<file path="src/rtl/xchg_pkg.sv">
// shared widths, timing step and bus op enums
// control, APB request and register init structs
package xchg_pkg;

    localparam int DATA_W = 8;
    localparam int ADDR_W = 16;

    // step numbers follow the original XPT count
    typedef enum logic [4:0] {
        XPT_IDLE  = 5'd0,
        XPT_LATCH = 5'd3,
        XPT_RD_LO = 5'd4,
        XPT_RD_HI = 5'd7,
        XPT_WR_LO = 5'd11,
        XPT_WR_HI = 5'd14,
        XPT_END   = 5'd18
    } xpt_e;

    typedef enum logic [1:0] {
        BUS_NONE  = 2'd0,
        BUS_READ  = 2'd1,
        BUS_WRITE = 2'd2
    } bus_op_e;

    // index write strobes carry IX in bit 0 and IY in bit 1
    typedef struct packed {
        logic       latch_dt;
        bus_op_e    bus_op;
        logic       addr_plus1;
        logic       data_sel_dtex;
        logic [1:0] write_idx_low;
        logic [1:0] write_idx_high;
        logic       finish;
        xpt_e       next_xpt;
    } xix_ctl_t;

    typedef struct packed {
        bus_op_e             op;
        logic [ADDR_W-1:0]   addr;
        logic [DATA_W-1:0]   wdata;
    } apb_req_t;

    typedef struct packed {
        logic [ADDR_W-1:0] ix;
        logic [ADDR_W-1:0] iy;
        logic [ADDR_W-1:0] sp;
    } reg_init_t;

endpackage

</file>
<file path="src/rtl/apb_mem_master.sv">
// APB master, one read or write transfer per request
`timescale 1ns/1ps

module apb_mem_master (
    input  logic               clk,
    input  logic               rst,
    input  xchg_pkg::apb_req_t req,
    output logic               bus_done,
    output logic [7:0]         rdata,
    output logic               psel,
    output logic               penable,
    output logic               pwrite,
    output logic [15:0]        paddr,
    output logic [7:0]         pwdata,
    input  logic [7:0]         prdata,
    input  logic               pready
);
    import xchg_pkg::*;

    typedef enum logic [1:0] {
        ST_IDLE,
        ST_SETUP,
        ST_ACCESS
    } state_e;

    state_e   state;
    apb_req_t req_q;

    always_ff @(posedge clk) begin
        if (rst) begin
            state <= ST_IDLE;
        end else begin
            case (state)
                ST_IDLE: begin
                    if (req.op != BUS_NONE) begin
                        state <= ST_SETUP;
                    end
                end
                ST_SETUP: begin
                    state <= ST_ACCESS;
                end
                ST_ACCESS: begin
                    // back to idle drops psel for a cycle
                    if (pready) begin
                        state <= ST_IDLE;
                    end
                end
                default: begin
                    state <= ST_IDLE;
                end
            endcase
        end
    end

    // address and data held from setup until pready
    always_ff @(posedge clk) begin
        if (state == ST_IDLE) begin
            req_q <= req;
        end
    end

    assign psel     = (state != ST_IDLE);
    assign penable  = (state == ST_ACCESS);
    assign pwrite   = (req_q.op == BUS_WRITE);
    assign paddr    = req_q.addr;
    assign pwdata   = req_q.wdata;
    assign bus_done = (state == ST_ACCESS) && pready;
    assign rdata    = prdata;

endmodule

</file>
<file path="src/rtl/index_regs.sv">
// IX, IY, SP and the Dt/Dtex temporaries
// builds the bus request from the decoder controls
`timescale 1ns/1ps

module index_regs (
    input  logic               clk,
    input  logic               rst,
    input  logic               load,
    input  xchg_pkg::reg_init_t init,
    input  xchg_pkg::xix_ctl_t ctl,
    input  logic               is_y,
    input  logic               bus_done,
    input  logic [7:0]         rdata,
    output xchg_pkg::apb_req_t req,
    output logic [15:0]        ix,
    output logic [15:0]        iy,
    output logic [15:0]        sp
);
    import xchg_pkg::*;

    logic [DATA_W-1:0] dt;
    logic [DATA_W-1:0] dtex;
    logic [ADDR_W-1:0] sel_idx;
    logic              core_idle;

    // idle step decodes to no successor and no finish
    assign core_idle = (ctl.next_xpt == XPT_IDLE) && !ctl.finish;

    assign sel_idx = is_y ? iy : ix;

    // SP+1 wraps at the top of memory
    assign req.op    = ctl.bus_op;
    assign req.addr  = ctl.addr_plus1 ? sp + 16'd1 : sp;
    assign req.wdata = ctl.data_sel_dtex ? dtex : dt;

    always_ff @(posedge clk) begin
        if (rst) begin
            ix <= '0;
            iy <= '0;
            sp <= '0;
        end else if (load && core_idle) begin
            ix <= init.ix;
            iy <= init.iy;
            sp <= init.sp;
        end else if (bus_done) begin
            if (ctl.write_idx_low[0]) begin
                ix[7:0] <= rdata;
            end
            if (ctl.write_idx_low[1]) begin
                iy[7:0] <= rdata;
            end
            if (ctl.write_idx_high[0]) begin
                ix[15:8] <= rdata;
            end
            if (ctl.write_idx_high[1]) begin
                iy[15:8] <= rdata;
            end
        end
    end

    // old index bytes kept for the write-back
    always_ff @(posedge clk) begin
        if (ctl.latch_dt) begin
            dt   <= sel_idx[7:0];
            dtex <= sel_idx[15:8];
        end
    end

endmodule

</file>
<file path="src/rtl/op_xix_decoder.sv">
// step decoder for EX (SP),IX and EX (SP),IY
`timescale 1ns/1ps

module op_xix_decoder (
    input  xchg_pkg::xpt_e     xpt,
    input  logic               is_y,
    output xchg_pkg::xix_ctl_t ctl
);
    import xchg_pkg::*;

    logic [1:0] xy_sel;

    // selects the IX bit when is_y is low and the IY bit when high
    assign xy_sel = {is_y, ~is_y};

    always_comb begin
        ctl                = '0;
        ctl.bus_op         = BUS_NONE;
        ctl.next_xpt       = XPT_IDLE;

        case (xpt)
            XPT_IDLE: begin
                ctl.next_xpt = XPT_IDLE;
            end

            // old index into the temporaries
            XPT_LATCH: begin
                ctl.latch_dt = 1'b1;
                ctl.next_xpt = XPT_RD_LO;
            end

            XPT_RD_LO: begin
                ctl.bus_op        = BUS_READ;
                ctl.write_idx_low = xy_sel;
                ctl.next_xpt      = XPT_RD_HI;
            end

            // high byte comes from SP+1
            XPT_RD_HI: begin
                ctl.bus_op         = BUS_READ;
                ctl.addr_plus1     = 1'b1;
                ctl.write_idx_high = xy_sel;
                ctl.next_xpt       = XPT_WR_LO;
            end

            // old low byte back to SP
            XPT_WR_LO: begin
                ctl.bus_op        = BUS_WRITE;
                ctl.data_sel_dtex = 1'b0;
                ctl.next_xpt      = XPT_WR_HI;
            end

            XPT_WR_HI: begin
                ctl.bus_op        = BUS_WRITE;
                ctl.addr_plus1    = 1'b1;
                ctl.data_sel_dtex = 1'b1;
                ctl.next_xpt      = XPT_END;
            end

            XPT_END: begin
                ctl.finish   = 1'b1;
                ctl.next_xpt = XPT_IDLE;
            end

            default: begin
                ctl.next_xpt = XPT_IDLE;
            end
        endcase
    end

endmodule

</file>
<file path="src/rtl/xchg_core_top.sv">
// index exchange core, EX (SP),IX and EX (SP),IY over APB
`timescale 1ns/1ps

module xchg_core_top (
    input  logic                clk,
    input  logic                rst,
    input  logic                start,
    input  logic                is_y,
    input  logic                load,
    input  xchg_pkg::reg_init_t init,
    output logic                psel,
    output logic                penable,
    output logic                pwrite,
    output logic [15:0]         paddr,
    output logic [7:0]          pwdata,
    input  logic [7:0]          prdata,
    input  logic                pready,
    output logic                busy,
    output logic                done,
    output logic [15:0]         ix,
    output logic [15:0]         iy,
    output logic [15:0]         sp
);
    import xchg_pkg::*;

    xpt_e              xpt;
    xix_ctl_t          ctl;
    apb_req_t          req;
    logic              bus_done;
    logic [DATA_W-1:0] rdata;

    xpt_counter xpt_counter_i (
        .clk      (clk),
        .rst      (rst),
        .start    (start),
        .bus_done (bus_done),
        .next_xpt (ctl.next_xpt),
        .xpt      (xpt),
        .busy     (busy),
        .done     (done)
    );

    op_xix_decoder op_xix_decoder_i (
        .xpt  (xpt),
        .is_y (is_y),
        .ctl  (ctl)
    );

    index_regs index_regs_i (
        .clk      (clk),
        .rst      (rst),
        .load     (load),
        .init     (init),
        .ctl      (ctl),
        .is_y     (is_y),
        .bus_done (bus_done),
        .rdata    (rdata),
        .req      (req),
        .ix       (ix),
        .iy       (iy),
        .sp       (sp)
    );

    apb_mem_master apb_mem_master_i (
        .clk      (clk),
        .rst      (rst),
        .req      (req),
        .bus_done (bus_done),
        .rdata    (rdata),
        .psel     (psel),
        .penable  (penable),
        .pwrite   (pwrite),
        .paddr    (paddr),
        .pwdata   (pwdata),
        .prdata   (prdata),
        .pready   (pready)
    );

endmodule

</file>
<file path="src/rtl/xpt_counter.sv">
// timing step register, stalls on bus steps until the transfer ends
`timescale 1ns/1ps

module xpt_counter (
    input  logic           clk,
    input  logic           rst,
    input  logic           start,
    input  logic           bus_done,
    input  xchg_pkg::xpt_e next_xpt,
    output xchg_pkg::xpt_e xpt,
    output logic           busy,
    output logic           done
);
    import xchg_pkg::*;

    logic bus_step;
    logic advance;
    xpt_e xpt_nxt;

    assign bus_step = (xpt == XPT_RD_LO) || (xpt == XPT_RD_HI) ||
                      (xpt == XPT_WR_LO) || (xpt == XPT_WR_HI);

    // end step already counts as not busy so a new start can follow
    assign busy = (xpt != XPT_IDLE) && (xpt != XPT_END);

    assign advance = !bus_step || bus_done;

    always_comb begin
        if (start && !busy) begin
            xpt_nxt = XPT_LATCH;
        end else if (advance) begin
            xpt_nxt = next_xpt;
        end else begin
            xpt_nxt = xpt;
        end
    end

    always_ff @(posedge clk) begin
        if (rst) begin
            xpt  <= XPT_IDLE;
            done <= 1'b0;
        end else begin
            xpt  <= xpt_nxt;
            done <= (xpt_nxt == XPT_END);
        end
    end

endmodule

</file>
<file path="config.mk">
export PLATFORM = sky130hd
export DESIGN_NAME = xchg_core_top
export DESIGN_NICKNAME = d
export VERILOG_FILES = /design/src/rtl/xchg_pkg.sv /design/src/rtl/apb_mem_master.sv /design/src/rtl/index_regs.sv /design/src/rtl/op_xix_decoder.sv /design/src/rtl/xchg_core_top.sv /design/src/rtl/xpt_counter.sv
export SDC_FILE = /design/constraint.sdc
export NUM_CORES = 1
export LEC_CHECK = 0
export BUFFER_PORTS_ARGS = -buffer_cell sky130_fd_sc_hd__buf_2
export CORE_ASPECT_RATIO = 1.1
export CORE_UTILIZATION = 55
export DETAILED_ROUTE_END_ITERATION = 8
export PLACE_DENSITY = 0.84
export SLEW_MARGIN = 25
export SYNTH_ARGS = -nofsm -noshare
export SYNTH_HDL_FRONTEND = slang
export SYNTH_SLANG_ARGS = --single-unit
export TNS_END_PERCENT = 100
</file>
<file path="constraint.sdc">
create_clock -name clk -period 5.53 [get_ports clk]
set_clock_uncertainty 0.05 [all_clocks]
set_input_delay 0.8295 -clock clk [delete_from_list [all_inputs] [get_ports clk]]
set_output_delay 0.8295 -clock clk [all_outputs]
set_load 0.03 [all_outputs]
</file>
==> impl_metrics.csv <==
group,metric,value,unit
route,routed_via_density,5.89,
clock_network,cts_resized,0,
power,p_int,0.00115,W
floorplanning,fp.dieH,101,um
setup_path,cp_slowest_cell,"and2_1",
power,swShare,27.9,%
clock_network,clkLatencyLatePin,0.35,ns
route,num_vias,3785,
sta,rsz0062_at_grt,"false",
setup_path,cp-start-kind,"flip-flop",
logic_synthesis,synth_nets,494,
clock_network,cts_tree,"yes",
sta,setup-violations-final,0,
sta,hold-worst-slack,0.475,ns
clock_network,clockBufferDepth,2,
power,seqPwrFrac,52.1,%
setup_path,critical_path_required,5.75,ns
floorplanning,io_pins,139,
clock_network,root_buffer,"clkbuf_8",
route,first_iter_violations,146,
global_routing,grt_max_degree,74,
sta,fmax,335,MHz
setup_path,cp_cell_sequence,"a21boi_0 > o311ai_4 > buf_4 > and2_1 > mux2i_1",
finish,fin_util,66.9,%
min_path,min_path_type,"flip-flop to flip-flop",
clock_network,ctsHoldBuffers,0,
power,leakage,2.43,nW
logic_synthesis,synth_cells,431,
route,drc,0,
finish,drive_above_1_share,38.7,%
global_routing,grt_pass1_wl,17400,um
clock_network,numCtsBuffers,9,
outcome,outcome,"finished, final reports clean",
route,drtPass1Iterations,4,
logic_synthesis,syn-mean-instance-area,11.4,um^2
placement,gp_congestion,0.900,
sta,post-route-period-util,54.0,%
power,p_sw,0.000444,W
sta,tns,0,ns
floorplanning,placeableCoreArea,8540,um^2
setup_path,cp_max_fo,34,
finish,synthToLayoutAreaGrowth,15.7,%
placement,numPortBuffers,138,
global_routing,grtUsageTotal,23.8,%
route,routed-wl-met2,5160,um
clock_network,htreeDepth,3,
job,cap_violations,0,
finish,final_cell_area,5710,um^2
setup_path,cp.arrival,3.21,ns
placement,dpl-instance-area,5490,um^2
placement,dpl.hpwl,7590,um
logic_synthesis,post_synth_num_cell_types,49,
setup_path,crit_family,"simple AND/OR/NAND/NOR gates",
power,ir_worst_vdd,0.153,mV
setup_path,slowest_delay,0.90,ns
route,wl_met3,880,um
logic_synthesis,ys_seq_elements,98,
logic_synthesis,seq_area_frac_synth,48.3,%
sta,final_hold_viol_count,0,
power,power.density,279,nW/um^2
sta,min_period,2.99,ns
route,m1WireLength,4730,um
route,ant_nets,0,
floorplanning,start_util,57.8,%
clock_network,cts_setup_buffers,0,
setup_path,worstSetupEndpointType,"flip-flop",
logic_synthesis,synth_top_flop_cell,"dfxtp_1",
power,p_clk_share,31.7,%
route,routedWlPerCell,17.1,um
global_routing,grt_overflow,0,
logic_synthesis,netlist_area,4930,um^2
setup_path,reg2reg_slack,2.54,ns
route,routed_wirelength,11000,um
logic_synthesis,synth_edf_count,42,
route,top_layer,"met4",
setup_path,critPathKind,"flip-flop to flip-flop",
floorplanning,die-area,9360,um^2
floorplanning,die_w,92.3,um
power,combPwrFrac,16.2,%
setup_path,crit_buf_inv,1,
sta,max_slew_margin,30.3,%
clock_network,cts_sinks,98,
global_routing,grt_pass1_vias,3493,
sta,worst_slew_pin_slew,1.05,ns
sta,slew_viol_final,0,
logic_synthesis,yosysWarnings,0,
logic_synthesis,synthArstFlopShare,0,%
clock_network,cts.clk_slew.worst_paths,0.09,ns
finish,diodes,0,
floorplanning,rows,35,
finish,fin_nets,590,
global_routing,antenna_found_initial,0,
-- tightest hold or removal path, stage by stage (launching register included) --
cell      delay [ns]
dfxtp_1         0.35
nand2b_1        0.07
mux2i_1         0.06
-- stage by stage --
| stage | total power, W | cells | worst slack (ns) |
|---|---|---|---|
| 2_1_floorplan | 0.00103 | 431 | 2.67 |
| 3_3_place_gp | 0.00110 | 627 | 2.74 |
| 3_5_place_dp | 0.00110 | 627 | 2.60 |
| 4_1_cts | 0.00160 | 643 | 2.58 |
| 5_1_grt | 0.00165 | 643 | 2.36 |
| 6_report | 0.00159 | 643 | 2.54 |
-- per-layer routing --
layer  GRT usage [%]  up-vias
li1                -     1769
met1            32.6     1804
met2            37.2      193
met3            5.18       19
met4            8.65        0
met5               0        -
-- power groups by stage --
stage	Sequential, W	Clock [W]	Combinational, W
global placement	0.000843	0	0.000252
floorplan	0.000887	0	0.000143
CTS	0.000829	0.000509	0.000258
global route	0.000835	0.000538	0.000275
finish	0.000830	0.000504	0.000258
detailed placement	0.000846	0	0.000257
-- layout by cell type, fill, tap and decap left out, types with 2 or more instances in the layout --
cell,netlist,final
nor2b_1,3,3
o22ai_1,4,4
o21ai_0,3,3
a21oi_1,2,2
xnor2_1,7,7
bufinv_16,0,2
nor3b_1,2,2
or3b_2,2,2
nand2b_1,36,36
buf_2,4,138
a31oi_1,2,2
mux2_2,25,25
nand4_1,4,4
and3_1,6,6
nand2_1,10,10
xor2_1,11,11
and3b_1,2,2
mux2i_1,47,47
nand3b_1,2,2
a221oi_2,14,14
a32oi_1,2,2
clkbuf_8,0,9
nand3_1,7,7
a221oi_1,16,16
and4_1,3,3
edfxtp_1,42,42
inv_6,0,2
dfxtp_1,56,56
nor3_4,2,3
inv_1,2,2
nor2_1,9,7
buf_4,26,4
nor3_1,35,34
and2_1,3,3
-- flip-flops by register name, indices dropped and copies added, names as in the netlist, 2 cells and up --
name / flops
xpt_counter_i.xpt: 5
index_regs_i.sp: 16
apb_mem_master_i.paddr: 16
index_regs_i.dt: 8
apb_mem_master_i.state: 2
index_regs_i.dtex: 8
apb_mem_master_i.req_q: 2
index_regs_i.iy: 16
index_regs_i.ix: 16
apb_mem_master_i.pwdata: 8
-- cell usage after synthesis, types with 4 or more instances --
cell type,n,area share (%)
mux2_2,25,5.7
nand4_1,4,0.51
o22ai_1,4,0.51
xor2_1,11,2.0
buf_2,4,0.41
clkbuf_1,21,1.6
nand2b_1,36,4.6
and3_1,6,0.76
xnor2_1,7,1.2
edfxtp_1,42,26
a221oi_2,14,4.3
nor2_1,9,0.68
nand2_1,10,0.76
nor3_1,35,3.5
mux2i_1,47,9.5
a221oi_1,16,2.8
buf_4,26,4.0
nand3_1,7,0.71
dfxtp_1,56,23
-- layout make-up --
type	instances	area (um^2)
inverters	2	7.51
clock buffers	10	128
well taps	111	139
multi-input cells	274	2240
flip-flops and latches	98	2380
clock inverters	6	87.6
repair buffers	142	721
fillers	646	2830
-- cells by family (layout without fill, tap and decap cells) --
| group | count (synthesis) | in the layout | synth area share [%] |
|---|---|---|---|
| DFF | 98 | 98 | 48.3 |
| adders and majority gates | 1 | 1 | 0.254 |
| muxes | 72 | 72 | 15.2 |
| and+or+nand+nor | 134 | 134 | 16.3 |
| xor gates and xnor gates | 18 | 18 | 3.19 |
| AOI/OAI and AO/OA | 49 | 49 | 9.69 |
| buffers and inverters | 59 | 160 | 7.02 |
-- final timing paths --
check,startpoint,end,depth (start not counted)
setup / recovery,xpt_counter_i.xpt[2],index_regs_i.sp[12],5
hold reg to reg,index_regs_i.sp[15],index_regs_i.sp[15],2
hold / removal,index_regs_i.sp[15],index_regs_i.sp[15],2
setup reg to reg,xpt_counter_i.xpt[2],index_regs_i.sp[12],5
(Power assumes the default switching activity.)
